[src/isaPkg.sv]
`default_nettype none

package isaPkg;

	////////////////////////////////////////////////////////////////////////////
	// Instruction fields
	////////////////////////////////////////////////////////////////////////////

	typedef enum logic [1:0] {
		groupSystem    = 2'd0,
		groupLoadStore = 2'd1,
		groupJump      = 2'd2,
		groupAluLogic  = 2'd3
	} instrGroup;

	typedef logic [3:0] subOp;
	typedef logic [2:0] argA;
	typedef logic [1:0] argB;
	typedef logic [2:0] jumpSrc;

	typedef struct packed {
		instrGroup  group; // Bits 15..14
		subOp       op;    // Bits 13..10
		argA        aSel;  // Bits 9..7
		argB        bSel;  // Bits 6..5
		jumpSrc     jSel;  // Bits 4..2, jump group only
		logic [1:0] rsvd;  // Bits 1..0
	} instrWord;

	////////////////////////////////////////////////////////////////////////////
	// Sub-opcodes
	////////////////////////////////////////////////////////////////////////////

	// Arithmetic/logic group, all but compare write register A
	localparam subOp aluMov = 4'h0;
	localparam subOp aluAdd = 4'h1;
	localparam subOp aluSub = 4'h2;
	localparam subOp aluAnd = 4'h3;
	localparam subOp aluOr  = 4'h4;
	localparam subOp aluXor = 4'h5;
	localparam subOp aluCmp = 4'h6; // Flags only

	// Load/store group
	localparam subOp ldsLoad  = 4'h0;
	localparam subOp ldsStore = 4'h1;
	localparam subOp ldsPush  = 4'h2;
	localparam subOp ldsPop   = 4'h3;

endpackage

`default_nettype wire

[src/ctrlPkg.sv]
`default_nettype none

package ctrlPkg;

	typedef enum logic [1:0] {
		phFetch   = 2'd0,
		phDecode  = 2'd1,
		phExecute = 2'd2,
		phCommit  = 2'd3
	} cpuPhase;

	////////////////////////////////////////////////////////////////////////////
	// Source selects
	////////////////////////////////////////////////////////////////////////////

	typedef enum logic [1:0] {
		constOne      = 2'd0,
		constZero     = 2'd1,
		constTwo      = 2'd2,
		constMinusOne = 2'd3
	} aluaConstSel;

	typedef enum logic {
		aluaSrcRegA  = 1'b0,
		aluaSrcConst = 1'b1
	} aluaSrcSel;

	typedef enum logic [2:0] {
		alubRegB    = 3'd0,
		alubImm     = 3'd1,
		alubDataBus = 3'd2,
		alubPc      = 3'd3,
		alubConst   = 3'd4
	} alubSrcSel;

	typedef enum logic [1:0] {
		dinAluResult = 2'd0,
		dinDataBus   = 2'd1
	} regaDinSel;

	typedef enum logic [1:0] {
		dbusAluResult = 2'd0,
		dbusRegB      = 2'd1
	} dataBusSel;

	typedef enum logic [1:0] {
		addrPc   = 2'd0,
		addrRegB = 2'd1,
		addrSp   = 2'd2
	} addrBusSel;

	////////////////////////////////////////////////////////////////////////////
	// Control bundle
	////////////////////////////////////////////////////////////////////////////

	typedef struct packed {
		logic         regaEn;
		logic         regbEn;
		logic         regaWen;
		logic         regbWen;
		isaPkg::subOp aluOp;
		logic         aluLd;
		aluaConstSel  aluaConst;
		aluaSrcSel    aluaSrc;
		alubSrcSel    alubSrc;
		regaDinSel    regaDin;
		isaPkg::argA  regaAddr;
		isaPkg::argB  regbAddr;
		dataBusSel    dataBus;
		logic         dataBusOen;
	} ctrlBundle;

	// Nothing enabled, ALU left on a move
	localparam ctrlBundle idleBundle = '{
		regaEn:     1'b0,
		regbEn:     1'b0,
		regaWen:    1'b0,
		regbWen:    1'b0,
		aluOp:      isaPkg::aluMov,
		aluLd:      1'b0,
		aluaConst:  constOne,
		aluaSrc:    aluaSrcRegA,
		alubSrc:    alubRegB,
		regaDin:    dinAluResult,
		regaAddr:   3'd0,
		regbAddr:   2'd0,
		dataBus:    dbusAluResult,
		dataBusOen: 1'b0
	};

endpackage

`default_nettype wire

[src/aluGroupDecoder.sv]
`timescale 1ns/100ps
`default_nettype none

module aluGroupDecoder (
	input  isaPkg::instrWord   instr,
	input  ctrlPkg::cpuPhase   phase,
	output ctrlPkg::ctrlBundle ctrl,
	output ctrlPkg::addrBusSel addrReq
);

	import isaPkg::*;
	import ctrlPkg::*;

	logic readPhase;
	logic execPhase;
	logic commitPhase;
	subOp opSel;

	assign readPhase   = (phase == phDecode) || (phase == phExecute);
	assign execPhase   = (phase == phExecute);
	assign commitPhase = (phase == phCommit);

	// Unknown sub-opcodes fall back to a move
	always_comb begin
		case (instr.op)
			aluMov,
			aluAdd,
			aluSub,
			aluAnd,
			aluOr,
			aluXor,
			aluCmp:  opSel = instr.op;
			default: opSel = aluMov;
		endcase
	end

	////////////////////////////////////////////////////////////////////////////
	// Bundle
	////////////////////////////////////////////////////////////////////////////

	always_comb begin
		ctrl = idleBundle;

		ctrl.aluOp    = opSel;
		ctrl.aluaSrc  = aluaSrcRegA; // A operand from register A
		ctrl.alubSrc  = alubRegB;
		ctrl.regaDin  = dinAluResult;
		ctrl.regaAddr = instr.aSel; // Destination
		ctrl.regbAddr = instr.bSel;

		// Phase gating
		ctrl.regaEn  = readPhase;
		ctrl.regbEn  = readPhase;
		ctrl.aluLd   = execPhase;
		ctrl.regaWen = commitPhase && (opSel != aluCmp); // Compare only sets flags
		ctrl.regbWen = 1'b0;
	end

	assign addrReq = addrSp;

endmodule

`default_nettype wire

[src/controlUnit.sv]
`timescale 1ns/100ps
`default_nettype none

module controlUnit (
	input  wire                CLK,
	input  wire                rst,
	input  isaPkg::instrWord   instrIn,
	output ctrlPkg::cpuPhase   phase,
	output ctrlPkg::ctrlBundle ctrl,
	output ctrlPkg::addrBusSel addrBus
);

	import isaPkg::*;
	import ctrlPkg::*;

	instrWord  instr;
	ctrlBundle aluCtrl;
	ctrlBundle ldsCtrl;
	addrBusSel aluAddrReq;
	addrBusSel ldsAddrReq;

	phaseSequencer uSeq (
		.CLK     (CLK),
		.rst     (rst),
		.instrIn (instrIn),
		.phase   (phase),
		.instr   (instr)
	);

	////////////////////////////////////////////////////////////////////////////
	// Group decoders, side by side
	////////////////////////////////////////////////////////////////////////////

	aluGroupDecoder uAluDec (
		.instr   (instr),
		.phase   (phase),
		.ctrl    (aluCtrl),
		.addrReq (aluAddrReq)
	);

	loadStoreDecoder uLdsDec (
		.instr   (instr),
		.phase   (phase),
		.ctrl    (ldsCtrl),
		.addrReq (ldsAddrReq)
	);

	opxMultiplexer uOpx (
		.CLK        (CLK),
		.rst        (rst),
		.instr      (instr),
		.phase      (phase),
		.aluCtrl    (aluCtrl),
		.ldsCtrl    (ldsCtrl),
		.aluAddrReq (aluAddrReq),
		.ldsAddrReq (ldsAddrReq),
		.ctrl       (ctrl),
		.addrBus    (addrBus)
	);

endmodule

`default_nettype wire

[src/loadStoreDecoder.sv]
`timescale 1ns/100ps
`default_nettype none

module loadStoreDecoder (
	input  isaPkg::instrWord   instr,
	input  ctrlPkg::cpuPhase   phase,
	output ctrlPkg::ctrlBundle ctrl,
	output ctrlPkg::addrBusSel addrReq
);

	import isaPkg::*;
	import ctrlPkg::*;

	logic readPhase;
	logic execPhase;
	logic commitPhase;

	assign readPhase   = (phase == phDecode) || (phase == phExecute);
	assign execPhase   = (phase == phExecute);
	assign commitPhase = (phase == phCommit);

	////////////////////////////////////////////////////////////////////////////
	// Bundle and address request
	////////////////////////////////////////////////////////////////////////////

	always_comb begin
		ctrl          = idleBundle;
		ctrl.regaAddr = instr.aSel;
		ctrl.regbAddr = instr.bSel;
		addrReq       = addrPc;

		case (instr.op)
			ldsLoad: begin
				ctrl.regbEn  = readPhase; // Address from register B
				ctrl.regaDin = dinDataBus;
				ctrl.regaWen = commitPhase;
				addrReq      = addrRegB;
			end

			ldsStore: begin
				ctrl.regaEn     = readPhase;
				ctrl.regbEn     = readPhase;
				ctrl.aluOp      = aluMov; // Register A passes through the ALU
				ctrl.aluaSrc    = aluaSrcRegA;
				ctrl.aluLd      = execPhase;
				ctrl.dataBus    = dbusAluResult;
				ctrl.dataBusOen = execPhase;
				addrReq         = addrRegB;
			end

			ldsPush,
			ldsPop: begin
				ctrl.regbEn    = readPhase; // Register B holds the pointer
				ctrl.aluOp     = aluAdd;
				ctrl.aluaSrc   = aluaSrcConst;
				ctrl.aluaConst = (instr.op == ldsPush) ? constMinusOne : constOne;
				ctrl.alubSrc   = alubRegB;
				ctrl.aluLd     = execPhase;
				ctrl.regbWen   = commitPhase;
				addrReq        = addrSp;
			end

			default: begin
				addrReq = addrPc;
			end
		endcase
	end

endmodule

`default_nettype wire

[src/opxMultiplexer.sv]
`timescale 1ns/100ps
`default_nettype none

module opxMultiplexer (
	input  wire                CLK,
	input  wire                rst,
	input  isaPkg::instrWord   instr,
	input  ctrlPkg::cpuPhase   phase,
	input  ctrlPkg::ctrlBundle aluCtrl,
	input  ctrlPkg::ctrlBundle ldsCtrl,
	input  ctrlPkg::addrBusSel aluAddrReq,
	input  ctrlPkg::addrBusSel ldsAddrReq,
	output ctrlPkg::ctrlBundle ctrl,
	output ctrlPkg::addrBusSel addrBus
);

	import isaPkg::*;
	import ctrlPkg::*;

	////////////////////////////////////////////////////////////////////////////
	// Bundle select
	////////////////////////////////////////////////////////////////////////////

	always_comb begin
		ctrl = idleBundle;

		case (instr.group)
			groupSystem: begin
				ctrl = idleBundle;
			end

			groupLoadStore: begin
				ctrl = ldsCtrl;
			end

			groupJump: begin
				// Branch target operands come straight from the instruction
				ctrl.alubSrc  = alubSrcSel'(instr.jSel);
				ctrl.regbAddr = instr.bSel;
			end

			groupAluLogic: begin
				ctrl = aluCtrl;
			end

			default: begin
				ctrl = idleBundle;
			end
		endcase
	end

	////////////////////////////////////////////////////////////////////////////
	// Address bus select
	////////////////////////////////////////////////////////////////////////////

	always_ff @(posedge CLK) begin
		if (rst) begin
			addrBus <= addrPc;
		end else if (phase == phFetch) begin
			addrBus <= addrPc; // Program counter during decode
		end else begin
			case (instr.group)
				groupAluLogic: addrBus <= aluAddrReq;
				groupLoadStore,
				groupSystem,
				groupJump:     addrBus <= ldsAddrReq;
				default:       addrBus <= ldsAddrReq;
			endcase
		end
	end

endmodule

`default_nettype wire

[src/phaseSequencer.sv]
`timescale 1ns/100ps
`default_nettype none

module phaseSequencer (
	input  wire               CLK,
	input  wire               rst,
	input  isaPkg::instrWord  instrIn,
	output ctrlPkg::cpuPhase  phase,
	output isaPkg::instrWord  instr
);

	import ctrlPkg::*;

	////////////////////////////////////////////////////////////////////////////
	// Phase rotation
	////////////////////////////////////////////////////////////////////////////

	always_ff @(posedge CLK) begin
		if (rst) begin
			phase <= phFetch;
		end else begin
			phase <= cpuPhase'(phase + 2'd1); // Commit wraps to fetch
		end
	end

	////////////////////////////////////////////////////////////////////////////
	// Instruction register
	////////////////////////////////////////////////////////////////////////////

	// Held through decode, execute and commit
	always_ff @(posedge CLK) begin
		if (rst) begin
			instr <= '0; // Decodes as a system instruction
		end else if (phase == phFetch) begin
			instr <= instrIn;
		end
	end

endmodule

`default_nettype wire
[config.mk]
export PLATFORM = sky130hd
export DESIGN_NAME = controlUnit
export DESIGN_NICKNAME = d
export VERILOG_FILES = /design/src/isaPkg.sv /design/src/ctrlPkg.sv /design/src/aluGroupDecoder.sv /design/src/controlUnit.sv /design/src/loadStoreDecoder.sv /design/src/opxMultiplexer.sv /design/src/phaseSequencer.sv
export SDC_FILE = /design/constraint.sdc
export NUM_CORES = 1
export LEC_CHECK = 0
export ABC_AREA = 1
export ABC_CLOCK_PERIOD_IN_PS = 1300
export BUFFER_PORTS_ARGS = -buffer_cell sky130_fd_sc_hd__buf_2
export CORE_ASPECT_RATIO = 0.9
export CORE_MARGIN = 5
export CORE_UTILIZATION = 45
export DETAILED_ROUTE_END_ITERATION = 8
export GPL_TIMING_DRIVEN = 0
export PLACE_DENSITY = 0.78
export SLEW_MARGIN = 10
export SYNTH_ARGS = -nofsm -noshare
export SYNTH_HDL_FRONTEND = slang
export SYNTH_SLANG_ARGS = --single-unit
[constraint.sdc]
create_clock -name CLK -period 1.3 [get_ports CLK]
set_input_delay 0.065 -clock CLK [delete_from_list [all_inputs] [get_ports CLK]]
set_output_delay 0.065 -clock CLK [all_outputs]
set_load 0.01 [all_outputs]
After elaboration in Yosys (flattened, before gate mapping)

Cells that the tools add are included.
W data, S select, Z words.

Bits in registers: 18
Input bits: 18
Output and inout bits: 29
Word-level logic and storage cells: 52

Add/subtract/negate cells: 1
Equality and inequality tests: 13
Muxes and demuxes: 18
Reduce and logical (&&, ||, !) cells: 13

Operator list:

| operator              | number |
|---|---|
| $pmux W12 S2          | 1 |
| $pmux W2 S2           | 4 |
| $eq A4 B3 Y1 const B  | 3 |
| $reduce_or A3 Y1      | 3 |
| $eq A2 B2 Y1 const B  | 4 |
| $eq A4 B2 Y1 const B  | 2 |
| $mux W1               | 8 |
| $pmux W4 S2           | 1 |
| $reduce_or A7 Y1      | 1 |
| $pmux W3 S2           | 1 |
| $reduce_or A2 Y1      | 3 |
| $eq A2 B1 Y1 const B  | 2 |
| $eq A4 B1 Y1 const B  | 1 |
| $logic_not A2 Y1      | 2 |
| $logic_not A4 Y1      | 1 |
| $mux W2               | 2 |
| $mux W4               | 1 |
| $ne A4 B3 Y1 const B  | 1 |
| $reduce_or A4 Y1      | 1 |
| $add A2 B1 Y2 const B | 1 |
| $logic_and A1 B1 Y1   | 1 |
| $logic_or A1 B1 Y1    | 1 |

Depth between registers and ports, before layout

Gate-level depths: netlist of run 1.

Depth in word-level cells: 6
Depth in mapped cells: 6
Depth with buffers taken out: 5

By module

A second synthesis of run 1 with hierarchy kept.

Cells, all modules: 301
Area total of the unflattened synthesis: 1746.7 um2

By module, submodules not included:

| module           | instances | cells an instance | area an instance (um2) | sequential area each (um2) |
|---|---|---|---|---|
| phaseSequencer   | 1         | 109               | 739.5                  | 360.3 |
| opxMultiplexer   | 1         | 105               | 479.2                  | 40.0 |
| aluGroupDecoder  | 1         | 43                | 274.0                  | 0.0 |
| loadStoreDecoder | 1         | 44                | 254.0                  | 0.0 |

Least setup slack after synthesis of run 1

OpenSTA, ideal clock, no wires.

Kind: flip-flop to flip-flop
Start point: register uSeq.phase[0]
End point: register uOpx.addrBus[0]
Setup time: 0.073 ns
Arrival: 1.140 ns
Data required time: 1.227 ns
Path slack: 0.087 ns
Stages on the path, launching flop included: 7
Path buffers: 1
Period minus slack after synthesis: 1.213 ns
Cells stage by stage: dfxtp_1 > inv_1 > ha_1 > inv_2 > buf_6 > nand2_1 > nor3_2

Longest elaborated chain between the ends: 2

RTL lines:

| what                       | RTL line             | text |
|---|---|---|
| start, declared            | phaseSequencer.sv:8  | `output ctrlPkg::cpuPhase phase,` |
| start signal, assigned     | phaseSequencer.sv:20 | `phase <= phFetch;` |
| start signal, assigned     | phaseSequencer.sv:22 | `phase <= cpuPhase'(phase + 2'd1);` |
| $logic_not A2 Y1           | opxMultiplexer.sv:59 | `end else if (phase == phFetch) begin` |
| $reduce_or A2 Y1 (no line) | --                   |  |
| end signal, assigned       | opxMultiplexer.sv:58 | `addrBus <= addrPc;` |
| end signal, assigned       | opxMultiplexer.sv:60 | `addrBus <= addrPc;` |
| end signal, assigned       | opxMultiplexer.sv:63 | `groupAluLogic: addrBus <= aluAddrReq;` |
| end, declared              | opxMultiplexer.sv:14 | `output ctrlPkg::addrBusSel addrBus` |

Every way passes these cells.
A chain may end at the register's enable or synchronous reset.

==> summary.md, run 1 <==
| Metric | Value |
|---|---|
| Pwr Density | 982 mW/mm^2 |
| I/O Pins | 47 |
| Startpoint Class | register |
| Mapped Area | 966 sq um |
| Max Root-Sink Buffers | 2 |
| Share of layout cells above drive strength 1 | 53.2% |
| CP peak stage delay | 0.38 ns |
| Hold Crit Class | in2reg |
| Worst endpoint data arrival time | 1.30 ns |
| Global-route wire length before repair | 4680 um |
| Seq/Total Area, Yosys | 37.3% |
| Unrepaired setup endpoints after global routing | true |
| Multi-input gate area | 566 sq um |
| Worst setup EP type | output pin |
| Core Area | 0.00199 sq mm |
| Vias/cell | 4.88 |
| Fin. Hold Viols | 0 |
| CTS buffer count | 3 |
| Most frequent cells in the layout | 38 x buf_2, 25 x nor2_1, 16 x buf_4 |
| Register area | 380 sq um |
| Status | finished with violations |
| Clk slew on worst S/H paths | 0.10 ns |
| Initial core utilization | 48.6% |
| Unique masters post-synth | 22 |
| Antenna Cells | 0 |
| Antenna violations before repair | 0 |
| Fin crit period | 1.36 ns |
| Critical path's slowest cell | dfxtp_4 |
| Met3 WL | 294 um |
| WS Path Type | reg2out |
| Compound-cell area share of the yosys netlist | 14.0% |
| TritonCTS clock tree | built |
| Final Setup Violations | 8 |
| Post-Layout Cell Count | 228 |
| LEAKAGE | 0.816 nW |
| H-tree depth | 1 |
| Gp weighted congestion | 0.823 |
| Pins Over Slew Limit | 0 |
| Mux cell area share after synthesis | 0% |
| Initial DRC Count | 43 |
| CTS root buf | clkbuf_4 |
| Grt ovf | 0 |
| Antenna Nets Post-Route | 0 |
| Worst hold slack | 0.0371 ns |
| Max layer used | met4 |
| WL met2 | 1500 um |
| Yosys warnings | 0 |
| XOR/XNOR share of the synthesized area | 0% |
| Avg WL per Cell | 13.3 um |
| Crit path cell chain | nor2_4, nand3_4, nor2_1, buf_2 |
| GRT Total Usage | 19.4% |
| Number of iterations in the first detailed-routing pass | 4 |
| I/O Buffers | 40 |
| Clock Skews | 0.000229 ns |
| Vias | 1112 |
| Detail Placement HPWL | 1780 um |
| Net count, final | 225 |
| WP data required | 1.24 ns |
| Row count | 15 |
| Commonest non-fill, non-tap cell in the layout | buf_2 |
| Mapped Cells | 137 |
| Fmax | 0.733 GHz |
| Die width | 58.8 um |
| Pin count of the biggest net entering global routing | 11 |
| Max-cap violation count | 0 |
| VDD IR max | 0.000829 V |
| Routed length on met1 | 1150 um |
| CP top delay family | simple AND/OR/NAND/NOR gates |
| Buf+Inv Stages, Crit Path | 1 |
| DIE HEIGHT | 54.0 um |
| Placed cells | 205 |
| Total clock sinks | 18 |
| Mean Syn Cell Area | 7.05 sq um |
| Final WL | 3030 um |
| Failing checks | negative setup slack |
| Main combinational cell family by area after synthesis | simple AND/OR/NAND/NOR gates |
| Worst Setup Slack, final | -0.0639 ns |
| Fin crit share | 105% |
| Skew-Pair Late Insertion Delay | 0.29 ns |
| Die area | 0.00317 sq mm |
| Vias in the first global route | 1082 |
| Post-Synth Simple-Gate Area | 28.9% |
| Crit-path max FO | 4 |
| Area Overhead vs Synth | 62.4% |
| Fillcell total | 140 |
| Adder and majority gate portion of the synthesized area | 3.89% |
| DRC Markers | 0 |
| FF+latch count, synth | 18 |
==> sequential cells by signal, summed over array words and instances (netlist names) <==
signal and count:
uOpx.addrBus 2, uSeq.instr 14, uSeq.phase 2
==> repair_timing <==
item / CTS / global route
pin swaps: 6 / 11
hold endpoints to repair: 8 / 0
setup endpoints to repair: 18 / 18
hold buffers: 7 / 0
setup buffers: 9 / 5
resized for setup: 25 / 29
==> metal layers <==
layer | up-vias | track usage, %
met5 | - | 0
met4 | 0 | 4.91
met3 | 8 | 6.71
met2 | 59 | 35.1
met1 | 492 | 21.7
li1 | 553 | -
==> through the flow <==
stage | util [%] | cell area, sq um | setup slack [ns] | power (W) | TNS, ns
after floorplan | - | 977 | 0.0869 | 0.000913 | 0
after global placement | 60.8 | 1210 | 0.0224 | 0.00102 | 0
after detailed placement | 60.8 | 1210 | 0.000683 | 0.00103 | 0
after CTS | 73.0 | 1450 | -0.0876 | 0.00147 | -0.439
after global routing | 78.9 | 1570 | -0.118 | 0.00164 | -0.971
final | 78.9 | 1570 | -0.0639 | 0.00154 | -0.259
==> where the power goes <==
group,switching (W),internal (W)
combinational,0.000288,0.000240
sequential,0.0000549,0.000614
clock,0.000173,0.000171
total,0.000516,0.00103
==> worst min-delay path: stages <==
cell and delay, ns:
buf_2 0.08, o21ai_1 0.06, a21oi_1 0.10
==> cell families (layout without fill, tap and decap cells) <==
kind of cell	after synthesis	in the layout
AO/OA/AOI/OAI	26	26
buffers and inverters	29	92
adder cells (fa/ha/maj)	3	3
AND/OR/NAND/NOR	60	60
flip-flops	18	18
other	1	4
==> path summary, 6_finish.rpt <==
path                               start                    endpoint  slack, ns  cells after the start
max          uSeq.instr[13]$_SDFFE_PP0P_                    ctrl[21]      -0.06                      4
min                           instrIn[2]  uSeq.instr[2]$_SDFFE_PP0P_       0.04                      3
max reg2reg     uSeq.phase[0]$_SDFF_PP0_  uOpx.addrBus[0]$_SDFF_PP0_       0.16                      6
min reg2reg   uSeq.instr[3]$_SDFFE_PP0P_  uSeq.instr[3]$_SDFFE_PP0P_       0.46                      2
==> area by class of cell <==
cell class | count | area share (%)
inverter | 19 | 5.18
tap | 25 | 1.99
multi-input combinational | 93 | 36.0
timing repair buffer | 61 | 25.8
clock buffer | 4 | 2.31
sequential | 18 | 24.2
buffer | 8 | 4.39
==> cells in the mapped netlist <==
cell | number | area [sq um]
a21oi_1 | 10 | 50.1
buf_2 | 2 | 10.0
buf_4 | 6 | 45.0
buf_6 | 2 | 22.5
clkinv_2 | 1 | 5.00
conb_1 | 1 | 3.75
dfxtp_1 | 18 | 360
ha_1 | 3 | 37.5
inv_1 | 14 | 52.6
inv_2 | 4 | 15.0
nand2_1 | 19 | 71.3
nand2_2 | 3 | 18.8
nand3_1 | 2 | 10.0
nand3_2 | 1 | 10.0
nand4_1 | 1 | 6.26
nor2_1 | 29 | 109
nor2_4 | 1 | 11.3
nor3_2 | 3 | 30.0
nor3b_2 | 1 | 12.5
o21a_1 | 2 | 15.0
o21ai_0 | 8 | 40.0
o21ai_1 | 6 | 30.0
Power figures use the tool's default switching activity.
==> run 2: changes to the inputs <==
--- a/config.mk
+++ b/config.mk
@@ -11,6 +11,7 @@
 export CORE_ASPECT_RATIO = 0.9
 export CORE_MARGIN = 5
 export CORE_UTILIZATION = 45
+export CTS_CLUSTER_SIZE = 14
 export DETAILED_ROUTE_END_ITERATION = 8
 export GPL_TIMING_DRIVEN = 0
 export PLACE_DENSITY = 0.78
==> constraint.sdc (replaced) <==
create_clock -name CLK -period 1.3 [get_ports CLK]
set_input_delay 0.26 -clock CLK [delete_from_list [all_inputs] [get_ports CLK]]
set_output_delay 0.26 -clock CLK [all_outputs]
set_load 0.01 [all_outputs]
==> run 2 against run 1 <==
Net effect:
- the run still ends with negative setup slack left
- non-clock buffer count down 7
- total power up 6.6%
- maximum frequency down 13%
- clock power up 6.1%
- routed wire length up 11%
- utilization up 3.1 points
- largest power group unchanged
==> summary.md, run 2 (synthesis results as in run 1) <==
| Metric | Value |
|---|---|
| Dpl ws | -0.0765 ns (was 0.000683 ns) |
| CTS buffer count | 3 (unchanged) |
| Clk slew on worst S/H paths | 0.11 ns (was 0.10 ns) |
| Grt ovf | 0 (unchanged) |
| Startpoint Class | register (unchanged) |
| Failing checks | negative setup slack (unchanged) |
| Vias in the first global route | 1015 (was 1082) |
| Core Area | 0.00199 sq mm (unchanged) |
| Max Root-Sink Buffers | 2 (unchanged) |
| Hold Path End | uSeq.phase[0]$_SDFF_PP0_ (was uSeq.instr[2]$_SDFFE_PP0P_) |
| DRC Markers | 0 (unchanged) |
| GRT Total Usage | 18.2% (was 19.4%) |
| Fin. Hold Viols | 0 (unchanged) |
| Pin count of the biggest net entering global routing | 11 (unchanged) |
| Clock Skews | 0.00427 ns (was 0.000229 ns) |
| Antenna Cells | 0 (unchanged) |
| Biggest register | uSeq.instr (unchanged) |
| Vias/cell | 5.08 (was 4.88) |
| Worst hold slack | 0.121 ns (was 0.0371 ns) |
| Net count, final | 218 (was 225) |
| Startpoint of the worst hold path | rst (was instrIn[2]) |
| TritonCTS clock tree | built (unchanged) |
| Critical path's slowest cell | dfxtp_4 (unchanged) |
| Grt peak-use layer | met2 (unchanged) |
| Met2 track demand over resource | 32.5% (was 35.1%) |
| Gp weighted congestion | 0.806 (was 0.823) |
| Initial DRC Count | 29 (was 43) |
| Number of iterations in the first detailed-routing pass | 4 (unchanged) |
| Worst reg2reg setup slack | 0.16 ns (about the same) |
| Status | finished with violations (unchanged) |
| Hold buffer count at CTS | 0 (was 7) |
| Global-route wire length before repair | 4370 um (was 4680 um) |
| FF-to-FF Start | uSeq.phase[0]$_SDFF_PP0_ (unchanged) |
| WS Path Type | reg2out (unchanged) |
| Final total power | 0.00164 W (was 0.00154 W) |
| Antenna violations before repair | 0 (unchanged) |
| Crit-path max FO | 5 (was 4) |
| Grt met3 use | 6.24% (was 6.71%) |
| CTS root buf | clkbuf_4 (unchanged) |
| Worst Reg-to-Reg Cells | 6 (unchanged) |
| Core Util, Final | 82.0% (was 78.9%) |
| Fmax | 0.640 GHz (was 0.733 GHz) |
| Most frequent cells in the layout | 36 x buf_2, 22 x nor2_1, 13 x buf_4 (was 38 x buf_2, 25 x nor2_1, 16 x buf_4) |
| Initial core utilization | 48.6% (unchanged) |
| I/O Buffers | 40 (unchanged) |
| H-tree depth | 1 (unchanged) |
| Row count | 15 (unchanged) |
| VDD IR max | 0.000976 V (was 0.000829 V) |
| Worst setup EP type | output pin (unchanged) |
| Share of layout cells above drive strength 1 | 59.7% (was 53.2%) |
| Final Setup Violations | 21 (was 8) |
| Hold Path Depth | 2 (was 3) |
| Hold Crit Class | in2reg (unchanged) |
| Pins Over Slew Limit | 0 (unchanged) |
| Max-cap violation count | 0 (unchanged) |
| Pwr Density | 1010 mW/mm^2 (was 982 mW/mm^2) |
| Total clock sinks | 18 (unchanged) |
| Area Overhead vs Synth | 68.9% (was 62.4%) |
| Max reg flops | 14 (unchanged) |
| Setup TNS | -3.86 ns (was -0.259 ns) |
| Commonest non-fill, non-tap cell in the layout | buf_2 (unchanged) |
| Fin crit share | 120% (was 105%) |
| Worst Setup Slack, final | -0.263 ns (was -0.0639 ns) |
| Skew-Pair Late Insertion Delay | 0.31 ns (was 0.29 ns) |
| Avg WL per Cell | 15.2 um (was 13.3 um) |
| Biggest regs | uSeq.instr x14, uOpx.addrBus x2, uSeq.phase x2 (unchanged) |
| Met1 Usage GRT | 20.3% (was 21.7%) |
| Fin crit period | 1.56 ns (was 1.36 ns) |
| Worst endpoint data arrival time | 1.30 ns (about the same) |
| Detail Placement HPWL | 1820 um (was 1780 um) |
| Die width | 58.8 um (unchanged) |
| Final WL | 3360 um (was 3030 um) |
| LEAKAGE | 0.844 nW (was 0.816 nW) |
| DIE HEIGHT | 54.0 um (unchanged) |
| Crit path cell chain | nor2_4, nand3_4, nor2_4, buf_6, buf_6 (was nor2_4, nand3_4, nor2_1, buf_2) |
| WP data required | 1.04 ns (was 1.24 ns) |
| I/O Pins | 47 (unchanged) |
| Antenna Nets Post-Route | 0 (unchanged) |
| Die area | 0.00317 sq mm (unchanged) |
| RR Endpoint | uOpx.addrBus[0]$_SDFF_PP0_ (unchanged) |
| Unrepaired setup endpoints after global routing | true (unchanged) |
| CP peak stage delay | 0.41 ns (was 0.38 ns) |
| Vias | 1123 (was 1112) |
-- run 2: cell type report --
class,instances,area [sq um]
Buffer,8,68.8
Timing Repair Buffer,54,368
Inverter,19,93.8
Multi-Input combinational cell,93,648
Fill cell,140,358
Tap cell,25,31.3
Sequential cell,18,385
Clock buffer,4,36.3
-- run 2: worst max path at each step --
stage	to	slack (ns)	from
floorplan	ctrl[23]	0.02	uSeq.phase[0]$_SDFF_PP0_
global placement	ctrl[15]	-0.03	uSeq.instr[14]$_SDFFE_PP0P_
detailed placement	ctrl[15]	-0.08	uSeq.instr[14]$_SDFFE_PP0P_
CTS	ctrl[15]	-0.32	uSeq.instr[14]$_SDFFE_PP0P_
global route	ctrl[15]	-0.32	uSeq.instr[15]$_SDFFE_PP0P_
finish	ctrl[15]	-0.26	uSeq.instr[15]$_SDFFE_PP0P_
-- run 2: power breakdown --
part | switching (W) | internal [W] | total (W)
sequential | 0.0000701 | 0.000614 | 0.000684
combinational | 0.000328 | 0.000266 | 0.000593
clock | 0.000194 | 0.000171 | 0.000365
-- run 2: critical path, delay by kind of cell (launching register included) --
| family | cells | cell delay [ns] |
|---|---|---|
| simple gates | 3 | 0.40 |
| buf+inv | 2 | 0.19 |
| flops | 1 | 0.41 |
-- run 2: timing repair --
item	in CTS	in global routing
hold endpoints to repair	0	0
buffers inserted	9	5
pin swaps	6	18
resized for setup	33	51
setup endpoints to repair	21	21
-- run 2: metal layers --
metal | wire (um) | up-vias
li1 | - | 543
met1 | 1230 | 503
met2 | 1720 | 61
met3 | 294 | 16
met4 | 119 | 0
met5 | 0 | -
-- run 2: through the flow --
stage / area [sq um] / cells
3_5_place_dp: 1210 / 205
3_3_place_gp: 1210 / 205
2_1_floorplan: 980 / 140
4_1_cts: 1410 / 218
5_1_grt: 1630 / 221
6_report: 1630 / 221
